$ cat config.mk
export PLATFORM = sky130hd
export DESIGN_NAME = bridge_top
export DESIGN_NICKNAME = d
export VERILOG_FILES = /design/src/bus_pkg.sv /design/src/cdc_pkg.sv /design/src/id_remap.sv /design/src/axi_cut.sv /design/src/cdc_src.sv /design/src/bridge_top.sv
export SDC_FILE = /design/constraint.sdc
export NUM_CORES = 1
export LEC_CHECK = 0
export BUFFER_PORTS_ARGS = -buffer_cell sky130_fd_sc_hd__buf_2
export CORE_MARGIN = 2
export CORE_UTILIZATION = 30
export CTS_CLUSTER_DIAMETER = 50
export DETAILED_ROUTE_END_ITERATION = 10
export PLACE_DENSITY = 0.6
export SYNTH_ARGS = -nofsm -noshare
export SYNTH_HDL_FRONTEND = slang
export SYNTH_SLANG_ARGS = --single-unit
$ cat constraint.sdc
create_clock -name clk_i -period 4.1 [get_ports clk_i]
set_input_delay 0.41 -clock clk_i [delete_from_list [all_inputs] [get_ports clk_i]]
set_output_delay 0.41 -clock clk_i [all_outputs]
set_load 0.05 [all_outputs]
$ cat src/bus_pkg.sv
/*
 * Bus package with the widths, vector types and channel structs of the
 * write-address and write-response channels of the outbound port
 */

package bus_pkg;

  // --------------------
  // Widths
  // --------------------
  localparam int ADDR_W      = 32;
  localparam int WIDE_ID_W   = 6;
  localparam int NARROW_ID_W = 2;
  // One table entry per narrow ID
  localparam int NUM_IDS     = 2 ** NARROW_ID_W;

  typedef logic [ADDR_W-1:0]      addr_t;
  typedef logic [WIDE_ID_W-1:0]   wide_id_t;
  typedef logic [NARROW_ID_W-1:0] narrow_id_t;
  typedef logic [7:0]             len_t;
  typedef logic [1:0]             resp_t;

  localparam resp_t RESP_OKAY   = 2'b00;
  localparam resp_t RESP_SLVERR = 2'b10;

  // --------------------
  // Channel payloads
  // --------------------
  // Write address as issued by the coherence unit
  typedef struct packed {
    wide_id_t id;
    addr_t    addr;
    len_t     len;
  } aw_wide_t;

  // Write address on the uncore side
  typedef struct packed {
    narrow_id_t id;
    addr_t      addr;
    len_t       len;
  } aw_narrow_t;

  typedef struct packed {
    wide_id_t id;
    resp_t    resp;
  } b_wide_t;

  typedef struct packed {
    narrow_id_t id;
    resp_t      resp;
  } b_narrow_t;

endpackage

$ cat src/cdc_pkg.sv
/*
 * Crossing package with the FIFO depth, gray pointer type and slot
 * arrays of the asynchronous FIFO between cluster and uncore
 */

package cdc_pkg;

  // 2 slots per direction
  localparam int LOG_DEPTH = 1;
  localparam int DEPTH     = 2 ** LOG_DEPTH;

  // Gray-coded pointer with one wrap bit above the slot index
  typedef logic [LOG_DEPTH:0] ptr_t;

  // A pointer exactly DEPTH ahead has the top two gray bits inverted
  localparam ptr_t GRAY_FULL_MASK = ptr_t'(3) << (LOG_DEPTH - 1);

  // Slot arrays exported whole across the boundary
  typedef bus_pkg::aw_narrow_t [DEPTH-1:0] aw_slots_t;
  typedef bus_pkg::b_narrow_t  [DEPTH-1:0] b_slots_t;

  // Binary to gray
  function automatic ptr_t bin2gray(input ptr_t bin);
    return bin ^ (bin >> 1);
  endfunction

endpackage

$ cat src/id_remap.sv
/*
 * ID remapper that squeezes wide write IDs into a small table index on
 * the way out and restores the wide ID on the returning write response
 */

`timescale 1ns/10ps

module id_remap (
  input  logic                clk_i,
  input  logic                rst_i,
  // Wide request in
  input  bus_pkg::aw_wide_t   slv_req_i,
  input  logic                slv_req_valid_i,
  output logic                slv_req_ready_o,
  // Narrow request out
  output bus_pkg::aw_narrow_t mst_req_o,
  output logic                mst_req_valid_o,
  input  logic                mst_req_ready_i,
  // Narrow response in
  input  bus_pkg::b_narrow_t  mst_rsp_i,
  input  logic                mst_rsp_valid_i,
  output logic                mst_rsp_ready_o,
  // Wide response out
  output bus_pkg::b_wide_t    slv_rsp_o,
  output logic                slv_rsp_valid_o,
  input  logic                slv_rsp_ready_i
);

  logic [bus_pkg::NUM_IDS-1:0] busy_q;
  bus_pkg::wide_id_t           wide_q [bus_pkg::NUM_IDS];

  logic                id_hit;
  logic                any_free;
  bus_pkg::narrow_id_t free_idx;
  logic                req_fire;
  logic                rsp_fire;

  // --------------------
  // Table lookup
  // --------------------
  // Scan from the top so the lowest free entry wins
  always_comb begin
    id_hit   = 1'b0;
    any_free = 1'b0;
    free_idx = '0;
    for (int i = bus_pkg::NUM_IDS - 1; i >= 0; i--) begin
      if (!busy_q[i]) begin
        any_free = 1'b1;
        free_idx = bus_pkg::narrow_id_t'(i);
      end
      if (busy_q[i] && wide_q[i] == slv_req_i.id) begin
        id_hit = 1'b1;
      end
    end
  end

  // Stall while the ID is in flight or no entry is left
  assign mst_req_valid_o = slv_req_valid_i && !id_hit && any_free;
  assign slv_req_ready_o = mst_req_ready_i && !id_hit && any_free;
  assign mst_req_o       = '{id: free_idx, addr: slv_req_i.addr, len: slv_req_i.len};

  assign req_fire = slv_req_valid_i && slv_req_ready_o;

  // Narrow ID indexes the table on the response path
  assign slv_rsp_o       = '{id: wide_q[mst_rsp_i.id], resp: mst_rsp_i.resp};
  assign slv_rsp_valid_o = mst_rsp_valid_i;
  assign mst_rsp_ready_o = slv_rsp_ready_i;

  assign rsp_fire = mst_rsp_valid_i && mst_rsp_ready_o;

  // --------------------
  // Table update
  // --------------------
  always_ff @(posedge clk_i) begin
    if (rst_i) begin
      busy_q <= '0;
    end else begin
      if (rsp_fire) begin
        busy_q[mst_rsp_i.id] <= 1'b0;
      end
      if (req_fire) begin
        busy_q[free_idx] <= 1'b1;
      end
    end
  end

  always_ff @(posedge clk_i) begin
    if (req_fire) begin
      wide_q[free_idx] <= slv_req_i.id;
    end
  end

  // Responses only come back for requests that went out
  assert property (@(posedge clk_i) disable iff (rst_i)
    mst_rsp_valid_i |-> busy_q[mst_rsp_i.id])
    else $error("id_remap: response for idle entry %0d", mst_rsp_i.id);

  // One transaction per wide ID
  for (genvar i = 0; i < bus_pkg::NUM_IDS; i++) begin : gen_uniq_a
    for (genvar j = i + 1; j < bus_pkg::NUM_IDS; j++) begin : gen_uniq_b
      assert property (@(posedge clk_i) disable iff (rst_i)
        !(busy_q[i] && busy_q[j] && wide_q[i] == wide_q[j]))
        else $error("id_remap: entries %0d and %0d share a wide ID", i, j);
    end
  end

endmodule

$ cat src/axi_cut.sv
/*
 * Register cut with a one-entry slice on the request and on the response
 * channel, so no combinational path crosses it in either direction
 */

`timescale 1ns/10ps

module axi_cut (
  input  logic                clk_i,
  input  logic                rst_i,
  // Request
  input  bus_pkg::aw_narrow_t in_req_i,
  input  logic                in_req_valid_i,
  output logic                in_req_ready_o,
  output bus_pkg::aw_narrow_t out_req_o,
  output logic                out_req_valid_o,
  input  logic                out_req_ready_i,
  // Response
  input  bus_pkg::b_narrow_t  in_rsp_i,
  input  logic                in_rsp_valid_i,
  output logic                in_rsp_ready_o,
  output bus_pkg::b_narrow_t  out_rsp_o,
  output logic                out_rsp_valid_o,
  input  logic                out_rsp_ready_i
);

  logic                req_full_q;
  bus_pkg::aw_narrow_t req_data_q;
  logic                rsp_full_q;
  bus_pkg::b_narrow_t  rsp_data_q;

  // --------------------
  // Request slice
  // --------------------
  assign in_req_ready_o  = !req_full_q;
  assign out_req_valid_o = req_full_q;
  assign out_req_o       = req_data_q;

  always_ff @(posedge clk_i) begin
    if (rst_i) begin
      req_full_q <= 1'b0;
    end else if (in_req_valid_i && !req_full_q) begin
      req_full_q <= 1'b1;
    end else if (out_req_ready_i) begin
      req_full_q <= 1'b0;
    end
  end

  always_ff @(posedge clk_i) begin
    if (in_req_valid_i && !req_full_q) begin
      req_data_q <= in_req_i;
    end
  end

  // --------------------
  // Response slice
  // --------------------
  assign in_rsp_ready_o  = !rsp_full_q;
  assign out_rsp_valid_o = rsp_full_q;
  assign out_rsp_o       = rsp_data_q;

  always_ff @(posedge clk_i) begin
    if (rst_i) begin
      rsp_full_q <= 1'b0;
    end else if (in_rsp_valid_i && !rsp_full_q) begin
      rsp_full_q <= 1'b1;
    end else if (out_rsp_ready_i) begin
      rsp_full_q <= 1'b0;
    end
  end

  always_ff @(posedge clk_i) begin
    if (in_rsp_valid_i && !rsp_full_q) begin
      rsp_data_q <= in_rsp_i;
    end
  end

  // Held outputs stay put until taken
  assert property (@(posedge clk_i) disable iff (rst_i)
    out_req_valid_o && !out_req_ready_i |=> out_req_valid_o && $stable(out_req_o))
    else $error("axi_cut: request changed while stalled");

  assert property (@(posedge clk_i) disable iff (rst_i)
    out_rsp_valid_o && !out_rsp_ready_i |=> out_rsp_valid_o && $stable(out_rsp_o))
    else $error("axi_cut: response changed while stalled");

endmodule

$ cat src/cdc_src.sv
/*
 * Crossing source that writes the request FIFO and reads the response
 * FIFO, with gray pointers and two-flop synchronizers
 */

`timescale 1ns/10ps

module cdc_src (
  input  logic                clk_i,
  input  logic                rst_i,
  // Local request and response
  input  bus_pkg::aw_narrow_t req_i,
  input  logic                req_valid_i,
  output logic                req_ready_o,
  output bus_pkg::b_narrow_t  rsp_o,
  output logic                rsp_valid_o,
  input  logic                rsp_ready_i,
  // Request crossing
  output cdc_pkg::ptr_t       aw_wptr_o,
  output cdc_pkg::aw_slots_t  aw_data_o,
  input  cdc_pkg::ptr_t       aw_rptr_i,
  // Response crossing
  input  cdc_pkg::ptr_t       b_wptr_i,
  input  cdc_pkg::b_slots_t   b_data_i,
  output cdc_pkg::ptr_t       b_rptr_o
);

  cdc_pkg::ptr_t      aw_wptr_bin_q;
  cdc_pkg::ptr_t      aw_wptr_gray_q;
  cdc_pkg::aw_slots_t aw_slots_q;
  cdc_pkg::ptr_t      aw_rptr_s1_q;
  cdc_pkg::ptr_t      aw_rptr_s2_q;

  cdc_pkg::ptr_t      b_rptr_bin_q;
  cdc_pkg::ptr_t      b_rptr_gray_q;
  cdc_pkg::ptr_t      b_wptr_s1_q;
  cdc_pkg::ptr_t      b_wptr_s2_q;

  logic               aw_full;
  logic               b_empty;
  logic               req_fire;
  logic               rsp_fire;
  cdc_pkg::ptr_t      aw_wptr_bin_d;
  cdc_pkg::ptr_t      b_rptr_bin_d;

  // --------------------
  // Synchronizers
  // --------------------
  always_ff @(posedge clk_i) begin
    if (rst_i) begin
      aw_rptr_s1_q <= '0;
      aw_rptr_s2_q <= '0;
      b_wptr_s1_q  <= '0;
      b_wptr_s2_q  <= '0;
    end else begin
      aw_rptr_s1_q <= aw_rptr_i;
      aw_rptr_s2_q <= aw_rptr_s1_q;
      b_wptr_s1_q  <= b_wptr_i;
      b_wptr_s2_q  <= b_wptr_s1_q;
    end
  end

  // --------------------
  // Request writer
  // --------------------
  assign aw_full       = aw_wptr_gray_q == (aw_rptr_s2_q ^ cdc_pkg::GRAY_FULL_MASK);
  assign req_ready_o   = !aw_full;
  assign req_fire      = req_valid_i && req_ready_o;
  assign aw_wptr_bin_d = aw_wptr_bin_q + 1'b1;

  always_ff @(posedge clk_i) begin
    if (rst_i) begin
      aw_wptr_bin_q  <= '0;
      aw_wptr_gray_q <= '0;
    end else if (req_fire) begin
      aw_wptr_bin_q  <= aw_wptr_bin_d;
      aw_wptr_gray_q <= cdc_pkg::bin2gray(aw_wptr_bin_d);
    end
  end

  // Slot written on the same edge the pointer moves
  always_ff @(posedge clk_i) begin
    if (req_fire) begin
      aw_slots_q[aw_wptr_bin_q[cdc_pkg::LOG_DEPTH-1:0]] <= req_i;
    end
  end

  assign aw_wptr_o = aw_wptr_gray_q;
  assign aw_data_o = aw_slots_q;

  // --------------------
  // Response reader
  // --------------------
  assign b_empty      = b_rptr_gray_q == b_wptr_s2_q;
  assign rsp_valid_o  = !b_empty;
  assign rsp_o        = b_data_i[b_rptr_bin_q[cdc_pkg::LOG_DEPTH-1:0]];
  assign rsp_fire     = rsp_valid_o && rsp_ready_i;
  assign b_rptr_bin_d = b_rptr_bin_q + 1'b1;

  always_ff @(posedge clk_i) begin
    if (rst_i) begin
      b_rptr_bin_q  <= '0;
      b_rptr_gray_q <= '0;
    end else if (rsp_fire) begin
      b_rptr_bin_q  <= b_rptr_bin_d;
      b_rptr_gray_q <= cdc_pkg::bin2gray(b_rptr_bin_d);
    end
  end

  assign b_rptr_o = b_rptr_gray_q;

  // Remote side relies on single-bit pointer steps
  assert property (@(posedge clk_i) disable iff (rst_i)
    !$stable(aw_wptr_gray_q) |-> $countones(aw_wptr_gray_q ^ $past(aw_wptr_gray_q)) == 1)
    else $error("cdc_src: write pointer skipped a gray step");

endmodule

$ cat src/bridge_top.sv
/*
 * Outbound port top that chains the ID remapper, the register cut and
 * the source half of the asynchronous FIFO
 */

`timescale 1ns/10ps

module bridge_top (
  input  logic               clk_i,
  input  logic               rst_i,
  // Cluster side
  input  bus_pkg::aw_wide_t  req_i,
  input  logic               req_valid_i,
  output logic               req_ready_o,
  output bus_pkg::b_wide_t   rsp_o,
  output logic               rsp_valid_o,
  input  logic               rsp_ready_i,
  // Uncore crossing
  output cdc_pkg::ptr_t      aw_wptr_o,
  output cdc_pkg::aw_slots_t aw_data_o,
  input  cdc_pkg::ptr_t      aw_rptr_i,
  input  cdc_pkg::ptr_t      b_wptr_i,
  input  cdc_pkg::b_slots_t  b_data_i,
  output cdc_pkg::ptr_t      b_rptr_o
);

  // Remapper to cut
  bus_pkg::aw_narrow_t remap_req;
  logic                remap_req_valid;
  logic                remap_req_ready;
  bus_pkg::b_narrow_t  remap_rsp;
  logic                remap_rsp_valid;
  logic                remap_rsp_ready;

  // Cut to crossing
  bus_pkg::aw_narrow_t cut_req;
  logic                cut_req_valid;
  logic                cut_req_ready;
  bus_pkg::b_narrow_t  cut_rsp;
  logic                cut_rsp_valid;
  logic                cut_rsp_ready;

  id_remap i_id_remap (
    .clk_i           ( clk_i           ),
    .rst_i           ( rst_i           ),
    .slv_req_i       ( req_i           ),
    .slv_req_valid_i ( req_valid_i     ),
    .slv_req_ready_o ( req_ready_o     ),
    .mst_req_o       ( remap_req       ),
    .mst_req_valid_o ( remap_req_valid ),
    .mst_req_ready_i ( remap_req_ready ),
    .mst_rsp_i       ( remap_rsp       ),
    .mst_rsp_valid_i ( remap_rsp_valid ),
    .mst_rsp_ready_o ( remap_rsp_ready ),
    .slv_rsp_o       ( rsp_o           ),
    .slv_rsp_valid_o ( rsp_valid_o     ),
    .slv_rsp_ready_i ( rsp_ready_i     )
  );

  axi_cut i_axi_cut (
    .clk_i           ( clk_i           ),
    .rst_i           ( rst_i           ),
    .in_req_i        ( remap_req       ),
    .in_req_valid_i  ( remap_req_valid ),
    .in_req_ready_o  ( remap_req_ready ),
    .out_req_o       ( cut_req         ),
    .out_req_valid_o ( cut_req_valid   ),
    .out_req_ready_i ( cut_req_ready   ),
    .in_rsp_i        ( cut_rsp         ),
    .in_rsp_valid_i  ( cut_rsp_valid   ),
    .in_rsp_ready_o  ( cut_rsp_ready   ),
    .out_rsp_o       ( remap_rsp       ),
    .out_rsp_valid_o ( remap_rsp_valid ),
    .out_rsp_ready_i ( remap_rsp_ready )
  );

  cdc_src i_cdc_src (
    .clk_i       ( clk_i         ),
    .rst_i       ( rst_i         ),
    .req_i       ( cut_req       ),
    .req_valid_i ( cut_req_valid ),
    .req_ready_o ( cut_req_ready ),
    .rsp_o       ( cut_rsp       ),
    .rsp_valid_o ( cut_rsp_valid ),
    .rsp_ready_i ( cut_rsp_ready ),
    .aw_wptr_o   ( aw_wptr_o     ),
    .aw_data_o   ( aw_data_o     ),
    .aw_rptr_i   ( aw_rptr_i     ),
    .b_wptr_i    ( b_wptr_i      ),
    .b_data_i    ( b_data_i      ),
    .b_rptr_o    ( b_rptr_o      )
  );

endmodule

Yosys cells after proc, flatten, opt, wreduce, memory -nomap -nowiden

Memories as Yosys holds them, arrays and structs flattened. A register that Yosys moved wholly into a read port is not among the register bits.
Cells that the tools add are included.

Input port bits: 62
Logic and storage cells: 98
Flip-flop bits (word level): 152
Output and inout bits: 98
Memories kept: 1
RAM bits: 24

Memories:

| memory            | words | width | rd ports | clocked after memory_dff | wr ports | line           | source |
|---|---|---|---|---|---|---|---|
| i_id_remap.wide_q | 4     | 6     | 5        | 1                        | 1        | id_remap.sv:30 | `bus_pkg::wide_id_t wide_q [bus_pkg::NUM_IDS];` |

Add/subtract/negate cells: 2
Mux-type cells: 31
Bitwise operators: 6
Order comparisons: 7
Reduce and logical (&&, ||, !) cells: 22
Eq/ne operators: 7

Operators by type and width:

| kind                  | count |
|---|---|
| $bwmux W84            | 1 |
| $demux W42 S1         | 1 |
| $mux W42              | 1 |
| $eq A6 B6 Y1          | 4 |
| $mux W4               | 5 |
| $logic_and A1 B1 Y1   | 16 |
| $mux W1               | 16 |
| $mux W2               | 5 |
| $lt A2 B3 Y1 const B  | 2 |
| $logic_not A1 Y1      | 5 |
| $add A2 B1 Y2 const B | 2 |
| $and A4 B4 Y4         | 1 |
| $demux W1 S2          | 2 |
| $eq A2 B2 Y1          | 2 |
| $ge A2 B1 Y1 const B  | 2 |
| $lt A1 B2 Y1 const B  | 2 |
| $not A4 Y4            | 1 |
| $or A4 B4 Y4          | 1 |
| $xor A2 B1 Y2         | 2 |
| $ne A2 B2 Y1 const B  | 1 |
| $not A2 Y2            | 1 |
| $reduce_bool A2 Y1    | 1 |
| $ge A1 B1 Y1 const B  | 1 |

Longest topological paths before layout

Gate-level depths: netlist of the first run.

Word-level depth: 12
Depth in mapped cells: 6
Gate-level depth less buffers: 5

By module

Synthesis of the first run repeated with hierarchy kept, for this count alone.

Cells, all modules: 354
Area, all modules: 6441.2 µm²

By module, submodules not included:

| module   | sequential area each (µm²) | area each (µm²) | cells each | times used |
|---|---|---|---|---|
| cdc_src  | 2802.7                     | 3184.3          | 151        | 1 |
| id_remap | 800.8                      | 1790.5          | 147        | 1 |
| axi_cut  | 1421.4                     | 1466.4          | 56         | 1 |

Least setup slack after synthesis of the first run

Ideal clock, no wire load.

Kind: flip-flop to flip-flop
Start: register i_cdc_src.aw_wptr_gray_q[0], in the netlist i_cdc_src.aw_wptr_o[0]
End: register i_cdc_src.aw_slots_q, in the netlist i_cdc_src.aw_data_o[0], enable pin
Slack: 0.875 ns
Period minus slack after synthesis: 3.225 ns
Required time: 3.659 ns
Library setup time: 0.441 ns
Data arrival time: 2.784 ns
Cell stages (with the launch flop): 5
Buffers on the path: 0
Cells stage by stage: dfxtp_1 -> xor2_1 -> nand2_1 -> nand2_1 -> nor2_1

Cells in the longest elaborated chain, start to end: 3

Ends and longest elaborated chain:

| item                            | line          | source |
|---|---|---|
| from (decl)                     | cdc_src.sv:29 | `cdc_pkg::ptr_t aw_wptr_gray_q;` |
| from (signal assigned)          | cdc_src.sv:77 | `aw_wptr_gray_q <= cdc_pkg::bin2gray(aw_wptr_bin_d);` |
| $eq A2 B2 Y1                    | cdc_src.sv:66 | `assign aw_full = aw_wptr_gray_q == (aw_rptr_s2_q ^ cdc_pkg::GRAY_FULL_MASK);` |
| $logic_not A1 Y1                | cdc_src.sv:67 | `assign req_ready_o = !aw_full;` |
| $logic_and A1 B1 Y1             | cdc_src.sv:68 | `assign req_fire = req_valid_i && req_ready_o;` |
| to (signal, indexed assignment) | cdc_src.sv:84 | `aw_slots_q[aw_wptr_bin_q[cdc_pkg::LOG_DEPTH-1:0]] <= req_i;` |
| to (decl)                       | cdc_src.sv:30 | `cdc_pkg::aw_slots_t aw_slots_q;` |

No other way between the ends.
A chain may end at the register's enable or synchronous reset.

Worst setup path after layout of the first run

Start: register i_id_remap.busy_q[0] in the netlist's numbering
End: memory i_id_remap.wide_q[3][2] in the netlist's numbering, enable pin

Cells in the longest elaborated chain, start to end: 8
Elaborated cells between the ends (all ways): 10
Classes of those cells: mux (5); reduce/logical (5)

Ends and longest elaborated chain:

| item                              | line           | source |
|---|---|---|
| from (decl)                       | id_remap.sv:29 | `logic [bus_pkg::NUM_IDS-1:0] busy_q;` |
| from (signal assigned)            | id_remap.sv:76 | `busy_q <= '0;` |
| from (signal, indexed assignment) | id_remap.sv:79 | `busy_q[mst_rsp_i.id] <= 1'b0;` |
| from (signal, indexed assignment) | id_remap.sv:82 | `busy_q[free_idx] <= 1'b1;` |
| $logic_and A1 B1 Y1               | id_remap.sv:51 | `if (busy_q[i] && wide_q[i] == slv_req_i.id) begin` |
| $mux W1                           | id_remap.sv:51 |  |
| $logic_not A1 Y1                  | id_remap.sv:59 | `assign slv_req_ready_o = mst_req_ready_i && !id_hit && any_free;` |
| $logic_and A1 B1 Y1 (2 in a row)  | id_remap.sv:59 |  |
| $logic_and A1 B1 Y1               | id_remap.sv:62 | `assign req_fire = slv_req_valid_i && slv_req_ready_o;` |
| $mux W1                           | id_remap.sv:88 | `if (req_fire) begin` |
| $mux W1 (implied by the code)     | id_remap.sv:89 | `wide_q[free_idx] <= slv_req_i.id;` |
| to (decl)                         | id_remap.sv:30 |  |

Several ways; a longest one is shown, not always the timed one.

==> results of run 1 <==
## flip-flops by register name, summed over array words and instances (netlist names), 2 cells and up, named ones only
signal,flops
i_axi_cut.out_rsp_o,4
i_cdc_src.aw_rptr_s2_q,2
i_cdc_src.aw_rptr_s1_q,2
i_cdc_src.aw_data_o,84
i_axi_cut.out_req_o,42
i_cdc_src.aw_wptr_bin_q,2
i_cdc_src.b_wptr_s1_q,2
i_id_remap.busy_q,4
i_cdc_src.b_wptr_s2_q,2
i_id_remap.wide_q,24
i_cdc_src.b_rptr_o,2
## worst max path at each step
stage | from | slack (ns) | end | cells after the start
floorplan | i_cdc_src.aw_wptr_o[0] | 0.87 | i_cdc_src.aw_data_o[0] | 4
global placement | req_i[45] | 1.63 | i_id_remap.wide_q[3][0] | 6
detailed placement | req_i[42] | 1.51 | i_id_remap.wide_q[3][0] | 6
CTS | i_id_remap.busy_q[0] | 1.60 | i_id_remap.wide_q[3][2] | 5
global route | i_id_remap.busy_q[0] | 1.50 | i_id_remap.wide_q[3][2] | 5
finish | i_id_remap.busy_q[0] | 1.59 | i_id_remap.wide_q[3][2] | 5
## power by group through the flow
stage	combinational (W)	clock [W]	sequential [W]
finish	0.000651	0.00159	0.00218
global route	0.000693	0.00171	0.00220
CTS	0.000665	0.00164	0.00219
detailed placement	0.000661	0	0.00223
global placement	0.000659	0	0.00222
floorplan	0.000407	0	0.00231
## placed cells by master, fill, tap and decap left out, drive strengths merged
cell type and instances:
dfxtp 22, inv 16, or4 1, a21oi 3
a31o 1, o21ai 2, a21boi 1, o31ai 2
xnor2 21, clkinv 4, and2 1, o211a 1
mux2 5, nor2 12, o311ai 2, a41oi 2
nand2 8, nand4 3, nor2b 8, edfxtp 154
mux2i 1, nand2b 1, clkbuf 18, or2 1
xor2 11, or2b 1, or3 1, nor3 3
buf 160, o22ai 2, o221a 1, mux4 6
nand3 6, a211oi 2
## per-stage QoR
step                      std cells  area, µm²  util, %  hold WS, ns
after floorplan                 300       6040        -        0.414
after global placement          716       7130     36.4        0.420
after detailed placement        716       7130     36.4        0.426
after CTS                       748       7720     39.4        0.140
after global routing            748       7720     39.4        0.136
final                           748       7720     39.4        0.163
## cell families (layout without fill, tap and decap cells)
| group | count (synthesis) | after routing | share of synthesized area (%) |
|---|---|---|---|
| flops | 176 | 176 | 83.9 |
| simple gates | 46 | 46 | 4.10 |
| mux | 12 | 12 | 3.34 |
| compound gates | 19 | 19 | 2.86 |
| xor+xnor | 32 | 32 | 4.64 |
| buf+inv | 15 | 198 | 1.20 |
## worst max-delay path, cell delays in order, from the launching register on
cell and delay (ns):
dfxtp_1 0.39, and2_4 0.20, a31o_1 0.24, a41oi_4 0.23
nand3_4 0.18, nor3_1 0.89
## layout make-up
cell class | instances | area [µm²]
fill | 1793 | 11900
inverter | 6 | 22.5
multi-input combinational | 109 | 910
sequential | 176 | 5060
timing repair buffer | 160 | 803
tap | 265 | 332
clock inverter | 14 | 158
clock buffer | 18 | 429
## routing by layer
metal | track usage (%) | up-vias
li1 | - | 1486
met1 | 14.1 | 1484
met2 | 17.5 | 149
met3 | 3.76 | 11
met4 | 4.46 | 0
met5 | 0 | -
## Yosys cell counts (all sizes together), types with 2 or more instances
| master | n |
|---|---|
| edfxtp | 154 |
| dfxtp | 22 |
| xnor2 | 21 |
| nor2 | 12 |
| xor2 | 11 |
| nand2 | 8 |
| nor2b | 8 |
| inv | 6 |
| mux4 | 6 |
| nand3 | 6 |
| clkbuf | 5 |
| mux2 | 5 |
| buf | 4 |
| a21oi | 3 |
| nand4 | 3 |
| nor3 | 3 |
| a211oi | 2 |
| a41oi | 2 |
| o21ai | 2 |
| o22ai | 2 |
| o311ai | 2 |
| o31ai | 2 |
==> qor.csv, run 1 <==
stage,metric,value,unit
status,status,completed,
clock_tree,hold_buffers,0,
drt,antenna_left,0,
logic_synthesis,synth_fp_nets,362,
timing,worst_pin_slew,1.06,ns
clock_tree,tritoncts,built,
logic_synthesis,syn_inst,300,
grt,grt_pass1_vias,3258,
clock_tree,clockRootBuffer,clkbuf_16,
timing,fmax,399,MHz
power_and_ir_drop,intPower,0.00311,W
cells_and_area,final_layout_size_suffix_gt1_share,44.3,%
worst_setup_path,regToRegStartpoint,i_id_remap.busy_q[0],
drt,routed_wl,11600,µm
clock_tree,postCtsSetupBuffers,0,
timing,setup_viol,0,
clock_tree,cts_max_level,4,
logic_synthesis,ys_top_cells_by_area,"edfxtp_1 (77%), dfxtp_1 (7.3%), xnor2_1 (3.0%)",
placement,io_buffer_count,159,
clock_tree,cts_buffers,17,
power_and_ir_drop,total_power,0.00442,W
timing,hold_violations,0,
worst_setup_path,cp-start-kind,flop,
placement,globalplace.congestion,0.801,
power_and_ir_drop,combPwrFrac,14.7,%
logic_synthesis,yosysWarnings,0,
grt,grt_usage,11.1,%
run,cap_violations,0,
clock_tree,cts_buffer_depth,2,
grt,antenna_found_initial,0,
die,start_util,30.8,%
logic_synthesis,synth.avg_cell_area,20.1,µm²
clock_tree,clock-sinks,176,
grt,grt_remaining_overflow,0,
drt,met2_length,5360,µm
power_and_ir_drop,ir_worst_vdd,272,µV
timing,finClkSkew,0.00984,ns
die,ioPinCount,160,
timing,finalCriticalPeriod,2.51,ns
drt,drtIter0Drc,175,
timing,slew_headroom,28.5,%
drt,wl_met3,840,µm
logic_synthesis,ys.flop_type,edfxtp_1,
worst_setup_path,rr_worst_depth,5,
die,dieHeight,146,µm
drt,top_layer,met4,
logic_synthesis,ys_seq_elements,176,
timing,setup-tns-final,0,ns
worst_setup_path,arrival,2.54,ns
logic_synthesis,synth_top_area_share,76.6,%
power_and_ir_drop,seqPwrFrac,49.4,%
timing,slew_violations,0,
die,rows,51,
placement,dp_slack,1.51,ns
drt,route.vias.total,3130,
cells_and_area,antennaDiodeCount,0,
worst_hold_path,hold_path_depth,1,
power_and_ir_drop,powerDensity,573,nW/µm²
power_and_ir_drop,switching_share,29.6,%
die,coreArea,19600,µm²
timing,worst_slack,1.59,ns
worst_setup_path,r2r_slack,1.59,ns
drt,via_per_inst,4.18,
worst_hold_path,min_to,i_axi_cut.out_req_o[10],
logic_synthesis,synth_top_cell_by_area,edfxtp_1,
timing,fin_crit_sh,61.1,%
worst_setup_path,worstSetupPathType,flop to flop,
die,die_x,146,µm
cells_and_area,nets,532,
drt,drt_pass1_iterations,4,
die,die_area,21300,µm²
drt,wl_per_cell,15.5,µm
cells_and_area,syn2layout_area_growth,27.8,%
grt,grt_pass1_wl,18000,µm
logic_synthesis,synth-async-reset-ratio,0,%
placement,place_hpwl,8130,µm
logic_synthesis,synth_area,6040,µm²
grt,grt_max_degree,43,
power_and_ir_drop,clockPowerShare,35.9,%
timing,rsz0062_at_grt,no,
logic_synthesis,synth_cell_types,37,
worst_setup_path,critPathCaptureType,flop,
drt,met1_length,5280,µm
clock_tree,post_cts_resized,0,
worst_setup_path,worstPathMaxFanout,9,
logic_synthesis,synth_seq_area_share,83.9,%
power_and_ir_drop,p_sw,0.00131,W
clock_tree,clkSlewWorstSetupHoldPaths,0.07,ns
worst_setup_path,rr_endpoint,i_id_remap.wide_q[3][2],
power_and_ir_drop,leakage,2.85,nW
worst_hold_path,min_from,req_i[10],
worst_setup_path,crit_required,4.13,ns
drt,drc,0,
worst_hold_path,hold_class,input pin to flop,
logic_synthesis,synth_edf_count,154,
clock_tree,insertion_delay,0.42,ns
Note: power is estimated with default switching activity, not from simulation.
==> inputs of run 2 (changes only) <==
- PLACE_DENSITY: 0.6 -> 0.62
- clock period: 4.1 -> 2 ns (I/O delays scaled with it)
==> run 2 against run 1 <==
- the run now ends with setup timing left
- combinational power up 130%
- critical path type is now flop to output pin
- die area stayed put
- routed wire length is 3.4% higher
==> qor.csv, run 2 (synthesis results as in run 1) <==
stage,metric,value,unit
timing,slew_violations,0,
power_and_ir_drop,clockPowerShare,34.8,%
drt,routed_wl,12000,µm
cells_and_area,fill_cells,1715,
drt,route.vias.total,3356,
drt,drc,0,
worst_setup_path,worstSetupPathType,flop to output pin,
clock_tree,tritoncts,built,
die,ioPinCount,160,
placement,io_buffer_count,159,
status,status,"finished, violations left",
drt,drt_pass1_iterations,4,
worst_setup_path,critPathCaptureType,output pin,
timing,fin_crit_sh,103,%
drt,via_per_inst,4.19,
power_and_ir_drop,powerDensity,1100,nW/µm²
placement,post_dp_cell_area,7250,µm²
power_and_ir_drop,combPwrFrac,16.1,%
die,die_x,146,µm
die,start_util,30.8,%
cells_and_area,fin_area,8300,µm²
die,coreArea,19600,µm²
timing,slew_headroom,70.1,%
drt,wl_per_cell,15.0,µm
clock_tree,cts_buffers,17,
worst_setup_path,worstPathMaxFanout,3,
run,cap_violations,0,
timing,fmax,485,MHz
timing,hold_violations,0,
drt,antenna_left,0,
clock_tree,clkSlewWorstSetupHoldPaths,0.07,ns
timing,setup_viol,1,
placement,place_inst,726,
worst_setup_path,cp-start-kind,flop,
cells_and_area,fin_cells,801,
timing,finClkSkew,0.00996,ns
cells_and_area,syn2layout_area_growth,37.4,%
die,dieHeight,146,µm
grt,grt_pass1_wl,18400,µm
placement,place_hpwl,8130,µm
power_and_ir_drop,ir_worst_vdd,722,µV
power_and_ir_drop,p_sw,0.00266,W
timing,worst_slack,-0.0614,ns
worst_hold_path,hold_class,input pin to flop,
clock_tree,cts_max_level,4,
grt,antenna_found_initial,0,
cells_and_area,final_cell_mix,"buf_2 (158), edfxtp_1 (154), dlygate4sd3_1 (44), xnor2_1 (20), dfxtp_1 (20)",
grt,grt_remaining_overflow,0,
timing,worst_pin_slew,0.442,ns
clock_tree,insertion_delay,0.42,ns
worst_setup_path,crit_required,1.80,ns
cells_and_area,final_common_cell,buf_2,
clock_tree,clockRootBuffer,clkbuf_16,
placement,globalplace.congestion,0.781,
power_and_ir_drop,leakage,3.08,nW
cells_and_area,nets,586,
worst_setup_path,arrival,1.86,ns
grt,grt_pass1_vias,3413,
cells_and_area,largest_reg_flops,84,
timing,rsz0062_at_grt,yes,
power_and_ir_drop,intPower,0.00645,W
die,rows,51,
timing,finalCriticalPeriod,2.06,ns
power_and_ir_drop,switching_share,29.2,%
grt,grt_max_degree,43,
cells_and_area,antennaDiodeCount,0,
clock_tree,clock-sinks,176,
drt,drtIter0Drc,139,
grt,grt_usage,11.5,%
die,die_area,21300,µm²
status,violations,setup timing,
cells_and_area,final_layout_size_suffix_gt1_share,43.3,%
clock_tree,cts_buffer_depth,2,
power_and_ir_drop,seqPwrFrac,49.1,%
## run 2: critical path, cell delays in order (launching register included)
cell,delay (ns)
edfxtp_1,0.41
xnor2_1,0.18
nand4_1,0.11
or4_4,0.46
nand2_2,0.08
nor2_2,0.05
buf_6,0.15
## run 2: power groups by stage
stage | Sequential (W) | Combinational [W] | Clock, W
final | 0.00447 | 0.00147 | 0.00317
after CTS | 0.00448 | 0.00148 | 0.00328
after global routing | 0.00451 | 0.00155 | 0.00340
after global placement | 0.00455 | 0.00140 | 0
after detailed placement | 0.00456 | 0.00141 | 0
after floorplan | 0.00473 | 0.000838 | 0
## run 2: metal layers
| metal | global-route usage, % | share of wire (%) |
|---|---|---|
| met2 | 19.1 | 48 |
| met5 | 0 | 0 |
| met3 | 3.76 | 7.9 |
| met1 | 13.9 | 42 |
| met4 | 4.41 | 1.5 |
## run 2: stage by stage
step                TNS, ns  hold WS (ns)  power (W)  utilization (%)  worst slack (ns)
global placement          0         0.379    0.00594             37.0            0.0685
detailed placement        0         0.378    0.00597             37.0            0.0394
CTS                 -0.0849        0.0609    0.00924             42.3           -0.0849
finish              -0.0614        0.0866    0.00911             42.3           -0.0614
global route         -0.982        0.0716    0.00946             42.3            -0.142
floorplan             -8.47         0.299    0.00556                -            -0.199
## run 2: what timing repair did
| item | in CTS | in global routing |
|---|---|---|
| gates resized for setup | 6 | 3 |
| endpoints found under the setup margin | 7 | 50 |
| hold buffers | 44 | 0 |
| hold endpoints to repair | 44 | 0 |
| setup buffers | 0 | 0 |
| pin swaps | 1 | 1 |
## run 2: layout make-up
cell class | instances | area, µm² | share of cell area, %
Clock inverter | 14 | 146 | 1.76
Timing Repair Buffer | 214 | 1360 | 16.4
Clock buffer | 17 | 425 | 5.13
Multi-Input combinational cell | 109 | 932 | 11.2
Inverter | 6 | 30.0 | 0.362
Sequential cell | 176 | 5070 | 61.1
Tap cell | 265 | 332 | 4.00
## run 2: final timing paths
| check | from | end | slack [ns] | depth (start not counted) |
|---|---|---|---|---|
| min | b_data_i[4] | i_axi_cut.out_rsp_o[0] | 0.09 | 2 |
| max | i_id_remap.wide_q[1][0] | req_ready_o | -0.06 | 6 |
| min reg2reg | i_cdc_src.aw_rptr_s1_q[0] | i_cdc_src.aw_rptr_s2_q[0] | 0.44 | 1 |
| max reg2reg | i_id_remap.wide_q[1][0] | i_axi_cut.out_req_o[12] | 0.04 | 7 |
==> inputs of run 3 (changes only) <==
- CTS_CLUSTER_DIAMETER: 50 -> 40
- PLACE_DENSITY: 0.62 -> 0.6
- clock period: 2 -> 1.9 ns (I/O delays scaled with it)
==> run 3 against run 2 <==
- the flow still finishes with violations (setup timing)
- total power increased by 7.4%
- sequential share of layout area decreased by 2.9 points
- register-to-register slack got worse by 0.24 ns
- count of clock-buffer cells in the layout increased by 1
- global-route usage increased by 1.1 points
- sequential cell count unchanged
- sequential power increased by 5.4%
- utilization increased by 2.1 points
- non-clock buffer count increased by 28
- critical path depth unchanged
- routed wire length increased by 8.1%
- die area unchanged
- critical path type unchanged
- critical endpoint unchanged
- highest routed layer unchanged
==> qor.csv, run 3 (synthesis results as in run 1) <==
stage,metric,value,unit
worst_setup_path,worstPathMaxFanout,3,
worst_setup_path,cp-start-kind,flop,
timing,hold_violations,0,
placement,io_buffer_count,159,
placement,post_dp_cell_area,7380,µm²
placement,place_hpwl,8640,µm
worst_setup_path,worstSetupPathType,flop to output pin,
timing,slew_violations,0,
power_and_ir_drop,leakage,3.29,nW
clock_tree,clock-sinks,176,
timing,worst_slack,-0.223,ns
timing,finClkSkew,0.0151,ns
placement,globalplace.congestion,0.776,
timing,worst_pin_slew,0.437,ns
drt,drtIter0Drc,165,
die,rows,51,
die,dieHeight,146,µm
grt,grt_max_degree,43,
timing,fin_crit_sh,112,%
power_and_ir_drop,ir_worst_vdd,618,µV
clock_tree,clkSlewWorstSetupHoldPaths,0.07,ns
worst_setup_path,critPathCaptureType,output pin,
power_and_ir_drop,total_power,0.00978,W
clock_tree,tritoncts,built,
cells_and_area,largest_reg_flops,84,
timing,setup_viol,56,
die,die_area,21300,µm²
timing,hold_ws,0.0689,ns
timing,finalCriticalPeriod,2.12,ns
cells_and_area,syn2layout_area_growth,44.2,%
placement,dp_slack,-0.337,ns
worst_setup_path,r2r_slack,-0.20,ns
worst_hold_path,hold_class,input pin to flop,
cells_and_area,antennaDiodeCount,0,
power_and_ir_drop,powerDensity,1120,nW/µm²
drt,drc,0,
worst_setup_path,crit_required,1.71,ns
cells_and_area,final_layout_size_suffix_gt1_share,46.7,%
drt,route.vias.total,3446,
drt,drt_pass1_iterations,4,
cells_and_area,nets,614,
grt,grt_usage,12.6,%
clock_tree,cts_buffers,17,
grt,grt_remaining_overflow,0,
grt,grt_pass1_vias,3633,
worst_setup_path,arrival,1.93,ns
drt,via_per_inst,4.15,
run,cap_violations,0,
status,status,"finished, violations left",
cells_and_area,fin_area,8710,µm²
grt,antenna_found_initial,0,
die,ioPinCount,160,
cells_and_area,final_cell_mix,"buf_2 (158), edfxtp_1 (154), dlygate4sd3_1 (44), buf_4 (25)",
clock_tree,clockRootBuffer,clkbuf_16,
clock_tree,cts_buffer_depth,2,
status,violations,setup timing,
die,coreArea,19600,µm²
timing,slew_headroom,70.9,%
die,start_util,30.8,%
cells_and_area,final_common_cell,buf_2,
timing,rsz0062_at_grt,yes,
grt,grt_pass1_wl,20100,µm
clock_tree,insertion_delay,0.43,ns
timing,fmax,471,MHz
die,die_x,146,µm
timing,setup-tns-final,-6.43,ns
drt,antenna_left,0,
drt,wl_per_cell,15.6,µm
drt,routed_wl,13000,µm
clock_tree,cts_max_level,4,
run 3: changes by cell type in the layout (fill, tap and decap cells not counted), moves of 2 or more:
| cell | previous run | this run |
|---|---|---|
| buf_16 | 0 | 3 |
| buf_8 | 0 | 3 |
| buf_4 | 8 | 25 |
| nor2_2 | 3 | 1 |
| inv_6 | 2 | 5 |
| nor3_1 | 2 | 0 |
| nor3_4 | 0 | 2 |
| nor2_4 | 1 | 4 |
| dfxtp_2 | 2 | 0 |
| dfxtp_4 | 0 | 2 |
| buf_12 | 3 | 7 |
| clkinvlp_4 | 5 | 2 |
run 3: what timing repair did:
item	CTS	global route
hold buffers	44	0
endpoints found under the hold margin	44	0
pin swaps	4	3
buffers inserted	4	7
endpoints found under the setup margin	73	70
cloned	4	0
resized for setup	22	12
run 3: area by class of cell:
cell class / instances / area (µm²)
Clock buffer: 18 / 429
Fill cell: 1691 / 10900
Inverter: 6 / 30.0
Clock inverter: 14 / 155
Sequential cell: 176 / 5070
Multi-Input combinational cell: 109 / 983
Timing Repair Buffer: 242 / 1710
Tap cell: 265 / 332
run 3: routing by layer:
metal / routed length (µm) / track usage (%) / up-vias / part of all wire (%)
li1: - / - / 1652 / -
met1: 5550 / 15.5 / 1620 / 43
met2: 6300 / 20.7 / 153 / 49
met3: 901 / 4.01 / 21 / 6.9
met4: 227 / 4.80 / 0 / 1.7
met5: 0 / 0 / - / 0
run 3: worst paths after layout:
| check | endpoint | depth (start not counted) | from |
|---|---|---|---|
| worst max-delay path | req_ready_o | 6 | i_id_remap.wide_q[1][1] |
| worst min-delay path | i_id_remap.wide_q[0][4] | 1 | req_i[44] |
| worst max register to register | i_axi_cut.out_req_o[41] | 8 | i_id_remap.wide_q[1][1] |
| worst min register to register | i_cdc_src.aw_rptr_s2_q[1] | 1 | i_cdc_src.aw_rptr_s1_q[1] |
run 3: critical path, stage by stage, from the launching register on:
cell      delay, ns
edfxtp_1       0.44
xnor2_2        0.18
nand4_1        0.12
or4_4          0.48
nand2_4        0.09
nor2_4         0.04
buf_8          0.15
run 3: where the power goes:
part	total [W]	internal, W	leakage (nW)	switching (W)
logic	0.00167	0.000611	1.40	0.00106
registers	0.00471	0.00451	1.61	0.000198
clock network	0.00341	0.00177	0.287	0.00163
run 3: stage by stage:
stage	utilization [%]	instances
after CTS	44.0	827
after floorplan	-	300
after detailed placement	37.7	743
after global routing	44.5	830
after global placement	37.7	743
final	44.5	830
